File: config.mk
export PLATFORM = sky130hd
export DESIGN_NAME = rv_core_top
export DESIGN_NICKNAME = d
export VERILOG_FILES = /design/src/source/rv_pkg.sv /design/src/source/rv_alu.sv /design/src/source/rv_core_top.sv /design/src/source/rv_csr.sv /design/src/source/rv_decode.sv /design/src/source/rv_fetch.sv /design/src/source/rv_lsu.sv /design/src/source/rv_regfile.sv
export SDC_FILE = /design/constraint.sdc
export NUM_CORES = 2
export LEC_CHECK = 0
export BUFFER_PORTS_ARGS = -buffer_cell sky130_fd_sc_hd__buf_2
export CORE_MARGIN = 10
export CORE_UTILIZATION = 60
export CTS_CLUSTER_DIAMETER = 30
export DETAILED_ROUTE_END_ITERATION = 7
export PLACE_DENSITY = 0.77
export SYNTH_ARGS = -nofsm -noshare
export SYNTH_HDL_FRONTEND = slang
export SYNTH_SLANG_ARGS = --single-unit
File: constraint.sdc
create_clock -name clk -period 9.2 [get_ports clk]
set_clock_uncertainty 0.2 [all_clocks]
set_input_delay 0.92 -clock clk [delete_from_list [all_inputs] [get_ports clk]]
set_output_delay 0.92 -clock clk [all_outputs]
set_load 0.1 [all_outputs]
File: src/source/rv_pkg.sv
package rv_pkg;

    localparam int xlen = 32;
    localparam logic [xlen-1:0] reset_pc = '0;

    // base opcodes
    localparam logic [6:0] op_lui    = 7'b0110111;
    localparam logic [6:0] op_auipc  = 7'b0010111;
    localparam logic [6:0] op_jal    = 7'b1101111;
    localparam logic [6:0] op_jalr   = 7'b1100111;
    localparam logic [6:0] op_branch = 7'b1100011;
    localparam logic [6:0] op_load   = 7'b0000011;
    localparam logic [6:0] op_store  = 7'b0100011;
    localparam logic [6:0] op_imm    = 7'b0010011;
    localparam logic [6:0] op_reg    = 7'b0110011;
    localparam logic [6:0] op_system = 7'b1110011;

    localparam logic [3:0] alu_add    = 4'd0;
    localparam logic [3:0] alu_sub    = 4'd1;
    localparam logic [3:0] alu_sll    = 4'd2;
    localparam logic [3:0] alu_slt    = 4'd3;
    localparam logic [3:0] alu_sltu   = 4'd4;
    localparam logic [3:0] alu_xor    = 4'd5;
    localparam logic [3:0] alu_srl    = 4'd6;
    localparam logic [3:0] alu_sra    = 4'd7;
    localparam logic [3:0] alu_or     = 4'd8;
    localparam logic [3:0] alu_and    = 4'd9;
    localparam logic [3:0] alu_pass_b = 4'd10;
    localparam logic [3:0] alu_or_csr = 4'd11;  // rs1 set bits into csr value

    localparam logic [11:0] csr_mtvec    = 12'h305;
    localparam logic [11:0] csr_mscratch = 12'h340;
    localparam logic [11:0] csr_mepc     = 12'h341;
    localparam logic [11:0] csr_mcause   = 12'h342;
    localparam logic [11:0] funct12_mret = 12'h302;

    localparam logic [xlen-1:0] cause_ecall_m = 32'd11;

    // operand and write-back selects
    localparam logic       a_sel_pc   = 1'b0;
    localparam logic       a_sel_rs1  = 1'b1;
    localparam logic [1:0] b_sel_rs2  = 2'b00;
    localparam logic [1:0] b_sel_csr  = 2'b01;
    localparam logic [1:0] b_sel_zero = 2'b10;
    localparam logic [1:0] b_sel_imm  = 2'b11;
    localparam logic [1:0] wb_csr     = 2'b00;
    localparam logic [1:0] wb_pc4     = 2'b01;
    localparam logic [1:0] wb_alu     = 2'b10;
    localparam logic [1:0] wb_mem     = 2'b11;

    // fetch sequencer states
    localparam logic [1:0] st_fetch = 2'd0;
    localparam logic [1:0] st_exec  = 2'd1;
    localparam logic [1:0] st_mem   = 2'd2;

    typedef union packed {
        struct packed {
            logic [6:0] funct7;
            logic [4:0] rs2;
            logic [4:0] rs1;
            logic [2:0] funct3;
            logic [4:0] rd;
            logic [6:0] opcode;
        } r;
        struct packed {
            logic [11:0] imm_hi;
            logic [4:0]  rs1;
            logic [2:0]  funct3;
            logic [4:0]  imm_lo;
            logic [6:0]  opcode;
        } i;
    } inst_u;

endpackage

File: src/source/rv_alu.sv
`timescale 1ns/1ps

module rv_alu (
    input  logic [rv_pkg::xlen-1:0] a,
    input  logic [rv_pkg::xlen-1:0] b,
    input  logic [3:0]              alu_func,
    input  logic [rv_pkg::xlen-1:0] rs1_data,
    input  logic [rv_pkg::xlen-1:0] rs2_data,
    input  logic [2:0]              branch_type,
    output logic [rv_pkg::xlen-1:0] result,
    output logic                    branch_taken
);
    import rv_pkg::*;

    always_comb begin
        case (alu_func)
            alu_add:            result = a + b;
            alu_sub:            result = a - b;
            alu_sll:            result = a << b[4:0];
            alu_slt:            result = {{(xlen-1){1'b0}}, $signed(a) < $signed(b)};
            alu_sltu:           result = {{(xlen-1){1'b0}}, a < b};
            alu_xor:            result = a ^ b;
            alu_srl:            result = a >> b[4:0];
            alu_sra:            result = $signed(a) >>> b[4:0];
            alu_or, alu_or_csr: result = a | b;
            alu_and:            result = a & b;
            alu_pass_b:         result = b;  // lui
            default:            result = '0;
        endcase
    end

    // branch condition from funct3
    always_comb begin
        case (branch_type)
            3'b000:  branch_taken = (rs1_data == rs2_data);
            3'b001:  branch_taken = (rs1_data != rs2_data);
            3'b100:  branch_taken = $signed(rs1_data) < $signed(rs2_data);
            3'b101:  branch_taken = $signed(rs1_data) >= $signed(rs2_data);
            3'b110:  branch_taken = rs1_data < rs2_data;
            3'b111:  branch_taken = rs1_data >= rs2_data;
            default: branch_taken = 1'b0;
        endcase
    end

endmodule

File: src/source/rv_core_top.sv
`timescale 1ns/1ps

module rv_core_top (
    input  logic                    clk,
    input  logic                    rst_n,
    output logic                    imem_req,
    output logic [rv_pkg::xlen-1:0] imem_addr,
    input  logic                    imem_resp,
    input  logic [rv_pkg::xlen-1:0] imem_data,
    output logic                    dmem_req,
    output logic                    dmem_we,
    output logic [rv_pkg::xlen-1:0] dmem_addr,
    output logic [rv_pkg::xlen-1:0] dmem_wdata,
    input  logic                    dmem_resp,
    input  logic [rv_pkg::xlen-1:0] dmem_rdata,
    output logic                    retire_valid,
    output logic [rv_pkg::xlen-1:0] retire_pc,
    output logic [4:0]              retire_rd,
    output logic                    retire_we,
    output logic [rv_pkg::xlen-1:0] retire_data
);
    import rv_pkg::*;

    inst_u           inst;
    logic [xlen-1:0] pc, imm, jump_pc, wb_data;
    logic [xlen-1:0] alu_a, alu_b, alu_result;
    logic [xlen-1:0] rs1_data, rs2_data, csr_rdata, trap_pc, mem_rdata;
    logic            a_sel;
    logic [1:0]      b_sel, wb_sel;
    logic [3:0]      alu_func;
    logic [2:0]      branch_type;
    logic            is_branch, branch_taken, rd_we, mem_op, mem_we;
    logic            csr_we, csr_or, csr_wr;
    logic            jump_jal, jump_ecall, jump_mret, jump_en;
    logic            exec, retire, mem_done;

    assign alu_a = (a_sel == a_sel_rs1) ? rs1_data : pc;

    always_comb begin
        case (b_sel)
            b_sel_rs2:  alu_b = rs2_data;
            b_sel_csr:  alu_b = csr_rdata;
            b_sel_zero: alu_b = '0;
            default:    alu_b = imm;
        endcase
    end

    always_comb begin
        case (wb_sel)
            wb_csr:  wb_data = csr_rdata;  // old csr value
            wb_pc4:  wb_data = pc + xlen'(4);
            wb_alu:  wb_data = alu_result;
            default: wb_data = mem_rdata;
        endcase
    end

    // jalr clears bit 0, branch targets are already even
    assign jump_en = jump_jal || (is_branch && branch_taken) || jump_ecall || jump_mret;
    assign jump_pc = (jump_ecall || jump_mret) ? trap_pc : {alu_result[xlen-1:1], 1'b0};

    assign csr_wr = csr_we && !(csr_or && inst.r.rs1 == 5'd0);  // csrrs x0 only reads

    assign retire_valid = retire;
    assign retire_pc    = pc;
    assign retire_rd    = inst.r.rd;
    assign retire_we    = retire && rd_we;
    assign retire_data  = wb_data;

    rv_fetch i_rv_fetch (
        .clk, .rst_n, .imem_req, .imem_addr, .imem_resp, .imem_data,
        .mem_op, .mem_done, .jump_en, .jump_pc, .pc, .inst, .exec, .retire
    );

    rv_decode i_rv_decode (
        .inst, .a_sel, .b_sel, .wb_sel, .alu_func, .branch_type, .is_branch,
        .rd_we, .mem_op, .mem_we, .csr_we, .csr_or, .jump_jal, .jump_ecall,
        .jump_mret, .imm
    );

    rv_regfile i_rv_regfile (
        .clk, .rst_n,
        .rs1_addr (inst.r.rs1),
        .rs2_addr (inst.r.rs2),
        .rd_addr  (inst.r.rd),
        .we       (retire && rd_we),
        .wdata    (wb_data),
        .rs1_data, .rs2_data
    );

    rv_alu i_rv_alu (
        .a (alu_a), .b (alu_b), .alu_func, .rs1_data, .rs2_data, .branch_type,
        .result (alu_result), .branch_taken
    );

    rv_lsu i_rv_lsu (
        .clk, .rst_n,
        .start (exec && mem_op),
        .we    (mem_we),
        .addr  (alu_result),
        .wdata (rs2_data),
        .dmem_req, .dmem_we, .dmem_addr, .dmem_wdata, .dmem_resp, .dmem_rdata,
        .rdata (mem_rdata),
        .mem_done
    );

    rv_csr i_rv_csr (
        .clk, .rst_n, .pc,
        .addr    (inst.i.imm_hi),
        .wdata   (alu_result),
        .we      (csr_wr),
        .ecall   (jump_ecall),
        .mret    (jump_mret),
        .retire,
        .rdata   (csr_rdata),
        .trap_pc
    );

endmodule

File: src/source/rv_csr.sv
`timescale 1ns/1ps

module rv_csr (
    input  logic                    clk,
    input  logic                    rst_n,
    input  logic [rv_pkg::xlen-1:0] pc,
    input  logic [11:0]             addr,
    input  logic [rv_pkg::xlen-1:0] wdata,
    input  logic                    we,
    input  logic                    ecall,
    input  logic                    mret,
    input  logic                    retire,
    output logic [rv_pkg::xlen-1:0] rdata,
    output logic [rv_pkg::xlen-1:0] trap_pc
);
    import rv_pkg::*;

    logic [xlen-1:0] mtvec, mepc, mcause, mscratch;

    always_comb begin
        case (addr)
            csr_mtvec:    rdata = mtvec;
            csr_mepc:     rdata = mepc;
            csr_mcause:   rdata = mcause;
            csr_mscratch: rdata = mscratch;
            default:      rdata = '0;
        endcase
    end

    assign trap_pc = mret ? mepc : mtvec;

    always_ff @(posedge clk or negedge rst_n) begin
        if (!rst_n) begin
            mtvec    <= '0;
            mepc     <= '0;
            mcause   <= '0;
            mscratch <= '0;
        end else if (retire) begin
            if (ecall) begin  // trap entry
                mepc   <= pc;
                mcause <= cause_ecall_m;
            end else if (we) begin
                case (addr)
                    csr_mtvec:    mtvec    <= wdata;
                    csr_mepc:     mepc     <= wdata;
                    csr_mcause:   mcause   <= wdata;
                    csr_mscratch: mscratch <= wdata;
                    default: ;
                endcase
            end
        end
    end

endmodule

File: src/source/rv_decode.sv
`timescale 1ns/1ps

module rv_decode (
    input  rv_pkg::inst_u           inst,
    output logic                    a_sel,
    output logic [1:0]              b_sel,
    output logic [1:0]              wb_sel,
    output logic [3:0]              alu_func,
    output logic [2:0]              branch_type,
    output logic                    is_branch,
    output logic                    rd_we,
    output logic                    mem_op,
    output logic                    mem_we,
    output logic                    csr_we,
    output logic                    csr_or,
    output logic                    jump_jal,
    output logic                    jump_ecall,
    output logic                    jump_mret,
    output logic [rv_pkg::xlen-1:0] imm
);
    import rv_pkg::*;

    logic [xlen-1:0] imm_i, imm_s, imm_b, imm_u, imm_j;
    logic [3:0]      alu_arith;
    logic            alt;  // sub or sra

    assign imm_i = {{20{inst.i.imm_hi[11]}}, inst.i.imm_hi};
    assign imm_s = {{20{inst.i.imm_hi[11]}}, inst.i.imm_hi[11:5], inst.i.imm_lo};
    assign imm_b = {{20{inst.i.imm_hi[11]}}, inst.i.imm_lo[0], inst.i.imm_hi[10:5],
                    inst.i.imm_lo[4:1], 1'b0};
    assign imm_u = {inst.i.imm_hi, inst.i.rs1, inst.i.funct3, 12'b0};
    assign imm_j = {{12{inst.i.imm_hi[11]}}, inst.i.rs1, inst.i.funct3,
                    inst.i.imm_hi[0], inst.i.imm_hi[10:1], 1'b0};

    assign branch_type = inst.r.funct3;

    // srai shares funct7[5] with sub, but addi has no alternate form
    assign alt = inst.r.funct7[5] &&
                 (inst.r.opcode == op_reg || inst.r.funct3 == 3'b101);

    always_comb begin
        case (inst.r.funct3)
            3'b000:  alu_arith = alt ? alu_sub : alu_add;
            3'b001:  alu_arith = alu_sll;
            3'b010:  alu_arith = alu_slt;
            3'b011:  alu_arith = alu_sltu;
            3'b100:  alu_arith = alu_xor;
            3'b101:  alu_arith = alt ? alu_sra : alu_srl;
            3'b110:  alu_arith = alu_or;
            default: alu_arith = alu_and;
        endcase
    end

    always_comb begin
        a_sel      = a_sel_rs1;
        b_sel      = b_sel_imm;
        wb_sel     = wb_alu;
        alu_func   = alu_add;
        imm        = imm_i;
        is_branch  = 1'b0;
        rd_we      = 1'b0;
        mem_op     = 1'b0;
        mem_we     = 1'b0;
        csr_we     = 1'b0;
        csr_or     = 1'b0;
        jump_jal   = 1'b0;
        jump_ecall = 1'b0;
        jump_mret  = 1'b0;
        case (inst.r.opcode)
            op_lui: begin
                imm      = imm_u;
                alu_func = alu_pass_b;
                rd_we    = 1'b1;
            end
            op_auipc: begin
                a_sel = a_sel_pc;
                imm   = imm_u;
                rd_we = 1'b1;
            end
            op_jal: begin
                a_sel    = a_sel_pc;
                imm      = imm_j;
                wb_sel   = wb_pc4;
                rd_we    = 1'b1;
                jump_jal = 1'b1;
            end
            op_jalr: begin
                wb_sel   = wb_pc4;
                rd_we    = 1'b1;
                jump_jal = 1'b1;
            end
            op_branch: begin
                a_sel     = a_sel_pc;  // target computed by alu
                imm       = imm_b;
                is_branch = 1'b1;
            end
            op_load: begin
                wb_sel = wb_mem;
                rd_we  = 1'b1;
                mem_op = 1'b1;
            end
            op_store: begin
                imm    = imm_s;
                mem_op = 1'b1;
                mem_we = 1'b1;
            end
            op_imm: begin
                alu_func = alu_arith;
                rd_we    = 1'b1;
            end
            op_reg: begin
                b_sel    = b_sel_rs2;
                alu_func = alu_arith;
                rd_we    = 1'b1;
            end
            op_system: begin
                case (inst.r.funct3)
                    3'b000: begin
                        jump_mret  = (inst.i.imm_hi == funct12_mret);
                        jump_ecall = (inst.i.imm_hi == 12'h000);
                    end
                    3'b001: begin  // csrrw
                        b_sel  = b_sel_zero;
                        wb_sel = wb_csr;
                        rd_we  = 1'b1;
                        csr_we = 1'b1;
                    end
                    3'b010: begin  // csrrs
                        b_sel    = b_sel_csr;
                        alu_func = alu_or_csr;
                        wb_sel   = wb_csr;
                        rd_we    = 1'b1;
                        csr_we   = 1'b1;
                        csr_or   = 1'b1;
                    end
                    default: ;
                endcase
            end
            default: ;
        endcase
    end

endmodule

File: src/source/rv_fetch.sv
`timescale 1ns/1ps

module rv_fetch (
    input  logic                    clk,
    input  logic                    rst_n,
    output logic                    imem_req,
    output logic [rv_pkg::xlen-1:0] imem_addr,
    input  logic                    imem_resp,
    input  logic [rv_pkg::xlen-1:0] imem_data,
    input  logic                    mem_op,
    input  logic                    mem_done,
    input  logic                    jump_en,
    input  logic [rv_pkg::xlen-1:0] jump_pc,
    output logic [rv_pkg::xlen-1:0] pc,
    output rv_pkg::inst_u           inst,
    output logic                    exec,
    output logic                    retire
);
    import rv_pkg::*;

    logic [1:0] state;
    logic       boot;    // first cycle out of reset
    logic       credit;  // one outstanding fetch at most

    assign imem_addr = pc;
    assign exec      = (state == st_exec);
    assign retire    = (exec && !mem_op) || (state == st_mem && mem_done);

    always_ff @(posedge clk or negedge rst_n) begin
        if (!rst_n) begin
            state    <= st_fetch;
            boot     <= 1'b1;
            credit   <= 1'b1;
            imem_req <= 1'b0;
            pc       <= reset_pc;
        end else begin
            boot     <= 1'b0;
            imem_req <= (boot || retire) && credit;
            if (imem_req) begin
                credit <= 1'b0;  // spent by the request
            end else if (imem_resp) begin
                credit <= 1'b1;  // returned with the instruction
            end
            case (state)
                st_fetch: if (imem_resp) state <= st_exec;
                st_exec:  state <= mem_op ? st_mem : st_fetch;
                st_mem:   if (mem_done) state <= st_fetch;
                default:  state <= st_fetch;
            endcase
            if (retire) begin
                pc <= jump_en ? jump_pc : pc + xlen'(4);
            end
        end
    end

    always_ff @(posedge clk) begin
        if (imem_resp) begin
            inst <= imem_data;
        end
    end

endmodule

File: src/source/rv_lsu.sv
`timescale 1ns/1ps

module rv_lsu (
    input  logic                    clk,
    input  logic                    rst_n,
    input  logic                    start,
    input  logic                    we,
    input  logic [rv_pkg::xlen-1:0] addr,
    input  logic [rv_pkg::xlen-1:0] wdata,
    output logic                    dmem_req,
    output logic                    dmem_we,
    output logic [rv_pkg::xlen-1:0] dmem_addr,
    output logic [rv_pkg::xlen-1:0] dmem_wdata,
    input  logic                    dmem_resp,
    input  logic [rv_pkg::xlen-1:0] dmem_rdata,
    output logic [rv_pkg::xlen-1:0] rdata,
    output logic                    mem_done
);
    logic credit;  // data port credit

    assign dmem_req   = start && credit;
    assign dmem_we    = dmem_req && we;
    assign dmem_addr  = {addr[31:2], 2'b00};  // word access only
    assign dmem_wdata = wdata;

    always_ff @(posedge clk or negedge rst_n) begin
        if (!rst_n) begin
            credit   <= 1'b1;
            mem_done <= 1'b0;
        end else begin
            mem_done <= dmem_resp;
            if (dmem_req) begin
                credit <= 1'b0;
            end else if (dmem_resp) begin
                credit <= 1'b1;
            end
        end
    end

    always_ff @(posedge clk) begin
        if (dmem_resp) begin
            rdata <= dmem_rdata;  // held for write-back
        end
    end

endmodule

File: src/source/rv_regfile.sv
`timescale 1ns/1ps

module rv_regfile (
    input  logic                    clk,
    input  logic                    rst_n,
    input  logic [4:0]              rs1_addr,
    input  logic [4:0]              rs2_addr,
    input  logic [4:0]              rd_addr,
    input  logic                    we,
    input  logic [rv_pkg::xlen-1:0] wdata,
    output logic [rv_pkg::xlen-1:0] rs1_data,
    output logic [rv_pkg::xlen-1:0] rs2_data
);
    import rv_pkg::*;

    logic [xlen-1:0] regs [32];

    assign rs1_data = (rs1_addr == 5'd0) ? '0 : regs[rs1_addr];
    assign rs2_data = (rs2_addr == 5'd0) ? '0 : regs[rs2_addr];

    always_ff @(posedge clk or negedge rst_n) begin
        if (!rst_n) begin
            for (int i = 0; i < 32; i++) begin
                regs[i] <= '0;
            end
        end else if (we && rd_addr != 5'd0) begin  // x0 stays zero
            regs[rd_addr] <= wdata;
        end
    end

endmodule

==> flow_summary.toml, run 1 <==
[global_routing]
grt_antenna_before_repair = 98
grt-ovfl-total = 323
grt_max_degree = 173
gr-usage-all-layers = 0.802

[placement]
port_buffers = 235
place.gp.congestion = 1.11
hpwl_mm = 265
dp_cells = 9370

[clocking]
htreeDepth = 4
cts_max_path_buffers = 3
ctsRootBufferMaster = "clkbuf_16"
cts_made_buffers = 232
numClockSinks = 1255

[status]
failing_step = "5_1_grt"
error_line = "[ERROR GRT-0232] Routing congestion too high. Check the congestion heatmap in the GUI."
status = "did not finish"

[synthesis]
synth-xor-area-share = 0.00449
synth-seq-cells = 1255
synthCells = 7512
async_flop_share = 0.949
yosys.area_share.simple = 0.110
avgSynthCellArea_um2 = 10.4
yosysSeqAreaShare = 0.407
synth_compound_area_frac = 0.174
synth_flop_cell = "dfrtp_1"
synth_mux_area_frac = 0.222
synthAdderAreaFrac = 0.0217
synth_top_family_by_area = "multiplexers"
netlist_area_um2 = 78000
synth_edf_count = 64
synthDistinctLibCells = 127
yosysWarnings = 0

[floorplan]
die_w_um = 381
die_h_um = 381
num_rows = 132
start_util = 0.603
ioPinCount = 238

[timing]
crit_endpoint = "retire_data[27]"
worstEpCategory = "top-level output"
## cells by family after synthesis
logic type	Yosys count
mux	1082
xor+xnor	40
other cells	1
fa+ha+maj	134
buf+inv	960
simple gates	1928
flops	1255
compound gates	2112
## synth_stat cells (39+ instances only)
cell type     n  area (um^2)
buf_2       142          711
a31oi_1      47          294
buf_4       111          833
clkbuf_1    381         1430
mux2i_1     232         2320
nand3_1     132          661
nor2_1      294         1100
a22oi_1     166         1250
mux2_2      380         4280
o21ai_0     888         4440
edfxtp_1     64         1920
buf_1        39          146
inv_1       188          706
a221oi_1     52          455
o21ai_1      82          410
o211ai_1     57          428
mux4_2      427         9620
and3_1       42          263
ha_1        132         1650
mux4_1       40         1050
nand2_1    1097         4120
o22ai_1      60          375
nand4_1      43          269
a21oi_1     215         1080
o21ai_2      49          429
nor3_1       88          440
dfrtp_1    1188        29700
## metal layers
| layer | overflow | global-route usage |
|---|---|---|
| met2 | 113 | 0.904 |
| met1 | 46 | 0.793 |
| met3 | 42 | 0.744 |
| met4 | 115 | 0.766 |
| met5 | 7 | 0.506 |
## per-stage QoR
stage,util,area (um^2),worst slack (ns),hold WS (ns)
after detailed placement,0.647,83600,0.202,0.163
after global placement,0.647,83600,0.187,0.160
after CTS,0.713,92200,0.00824,0.0122
after floorplan,-,78000,0.127,0.222
## timing repair
action / 4_1_cts
hold buffers: 4
hold endpoints to repair: 74
buffers inserted: 7
gates resized for setup: 3
endpoints found under the setup margin: 28
gates cloned: 0
==> inputs of run 2 (changes only) <==
CORE_UTILIZATION = 40   (was 60)
CTS_CLUSTER_DIAMETER = default   (was 30)
PLACE_DENSITY = default   (was 0.77)
PLACE_DENSITY_LB_ADDON = 0.15   (was default)
==> run 2 against run 1 <==
- the flow now finishes without violations
- synthesized cell count unchanged
- area after synthesis unchanged
==> flow_summary.toml, run 2 <==
[global_routing]
grt_pass1_vias = 66300
grt-ovfl-total = 0
gr-usage-all-layers = 0.370
grt_antenna_before_repair = 27
grt_max_degree = 157
grt_pass1_wl_mm = 556

[placement]
place_area_um2 = 83700
place.gp.congestion = 1.04
hpwl_mm = 283
port_buffers = 235
place_ws_ns = -0.0820
dp_cells = 10000

[setup_path]
r2r_start = "i_rv_fetch.inst[5]"
crit_top_cell = "buf_4"
path_max_fanout = 13
slowest_delay_ns = 0.69
arrival_ns = 8.03
required_ns = 8.08
slowest_stage = "a2bb2oi_1"
path_class = "flop to output pin"
start_kind = "flop"
crit_path_end_kind = "output pin"
startpoint = "i_rv_fetch.inst[20]"
r2r_slack_ns = 1.24

[synthesis]
synth_common_cells = "dfrtp_1, nand2_1, o21ai_0"
synth-seq-cells = 1255
synthDistinctLibCells = 127
synth_edf_count = 64
post-synth-top-count-cell = "dfrtp_1"
yosysWarnings = 0
netlist_area_um2 = 78000
synth.area.top_cells = "dfrtp_1, mux4_2, o21ai_0"
synthCells = 7512
synth_flop_cell = "dfrtp_1"
synth_top_area_share = 0.381
async_flop_share = 0.949
yosysSeqAreaShare = 0.407
avgSynthCellArea_um2 = 10.4
synth_area_leader_cell = "dfrtp_1"

[min_path]
hold_path_class = "input pin to flop"
holdCritStartpoint = "imem_data[12]"

[timing]
grt_setup_unrepaired = "true"
slew_headroom = 0.0646
hold_violations = 0
finalSetupViolCount = 0
maxSlewViolCount = 0
fin_crit_sh = 0.995
whs_ns = 0.0487
finalCriticalPeriod_ns = 9.15
worst_pin_slew_ns = 1.40
fmax_ghz = 0.109
setup_slack_ns = 0.0451

[layout]
final_cell_mix = "dfrtp_1, nand2_1, o21ai_0"
largest-register = "i_rv_regfile.regs"
largest_reg_flops = 1024
fin_nets = 7879
fin_area_um2 = 89500
final_common_cell = "dfrtp_1"
syn_to_final_growth_pct = 14.7
fin_cells = 10400
drive_above_1_share = 0.265
fin_util = 0.461

[clocking]
ctsRootBufferMaster = "clkbuf_16"
cts_made_buffers = 147
cts_tree = "yes"
cts_max_path_buffers = 3
cts.clk_slew.worst_paths_ns = 0.06
htreeDepth = 4
numClockSinks = 1255
clk_latency_ns = 0.86

[power]
p_sw_uw = 7790
p_leak_uw = 0.0395
swShare = 0.412
pwr-share-seq = 0.326
peakVddDrop_v = 0.000199
p_int_uw = 11100
clkPwrFrac = 0.333
p_per_area_nw_per_um2 = 211
pwr-share-comb = 0.341

[floorplan]
dieArea_um2 = 213000
die_h_um = 462
ioPinCount = 238
core_um2 = 194000
num_rows = 162
start_util = 0.401
die_w_um = 462

[routing]
wl_mm = 404
drc_errors = 0
vias = 68500
wl_per_cell_um = 39.0
firstDrtPassIters = 8
drt_first_iter_violations = 8393
vias_per_cell = 6.61
antenna_left = 0

[run]
cap_viol_max_count = 0

[status]
status = "finished, final reports clean"
==> run 2: cell counts after synthesis <==
Identical to the previous run, type by type.
==> run 2: path summary, 6_finish.rpt <==
path / end / cells past startpoint
worst min register to register: i_rv_regfile.regs[1003] / 0
worst min-delay path: i_rv_fetch.inst[12] / 1
worst max register to register: i_rv_regfile.regs[158] / 26
max in group asynchronous: i_rv_regfile.regs[156] / 4
min in group asynchronous: i_rv_regfile.regs[616] / 2
worst max-delay path: retire_data[0] / 26
==> run 2: cells by family (layout without fill, tap and decap cells) <==
| family | after synthesis | after routing | synth area share |
|---|---|---|---|
| adder cells (fa/ha/maj) | 134 | 134 | 0.0217 |
| AND/OR/NAND/NOR | 1928 | 1928 | 0.110 |
| AO/OA/AOI/OAI | 2112 | 2112 | 0.174 |
| other | 1 | 20 | 0.0000481 |
| multiplexers | 1082 | 1082 | 0.222 |
| flip-flops | 1255 | 1255 | 0.407 |
| XOR/XNOR | 40 | 40 | 0.00449 |
| buffers and inverters | 960 | 1240 | 0.0615 |
==> run 2: layout make-up <==
type,count,area (um^2)
timing repair buffer,770,6350
clock buffer,206,4250
inverter,204,777
clock inverter,60,893
antenna,17,42.5
multi-input combinational,5299,42300
fill,18200,105000
sequential,1255,31700
tap,2542,3180
==> run 2: stage by stage <==
stage / setup TNS [ns] / power [uW]
2_1_floorplan: 0 / 9980
3_3_place_gp: -0.358 / 12500
3_5_place_dp: -0.0820 / 12500
4_1_cts: 0 / 18800
5_1_grt: -0.0132 / 19400
6_report: 0 / 18900
==> run 2: repair_timing <==
action                                  in CTS  in global routing
hold buffers                                 4                  0
endpoints found under the setup margin      34                 23
gates resized for setup                     40                 37
buffers inserted                            16                 11
hold endpoints to repair                   114                  0
pin swaps                                    7                  2
gates cloned                                 2                  1
==> run 2: power by group through the flow <==
stage | clock network [uW] | registers (uW) | logic, uW
6_report | 6300 | 6160 | 6450
5_1_grt | 6600 | 6170 | 6600
4_1_cts | 6380 | 6140 | 6280
3_5_place_dp | 0 | 6250 | 6220
3_3_place_gp | 0 | 6240 | 6240
2_1_floorplan | 0 | 6390 | 3590
==> run 2: per-layer routing <==
layer	vias up	track usage	share of wire
li1	28300	-	-
met1	35000	0.460	0.38
met2	4015	0.561	0.44
met3	1206	0.0874	0.090
met4	18	0.275	0.092
met5	-	0	0.00029
==> run 2: worst max-delay path: cells and delay by family, from the launching register on <==
kind                     cells  cell delay [ns]
AO/OA/AOI/OAI               14             3.96
buffers and inverters        9             1.82
flip-flops                   1             0.45
multiplexers                 1             0.38
adder cells (fa/ha/maj)      1             0.40
AND/OR/NAND/NOR              1             0.09
No activity file was read; power rests on OpenSTA's default activity.
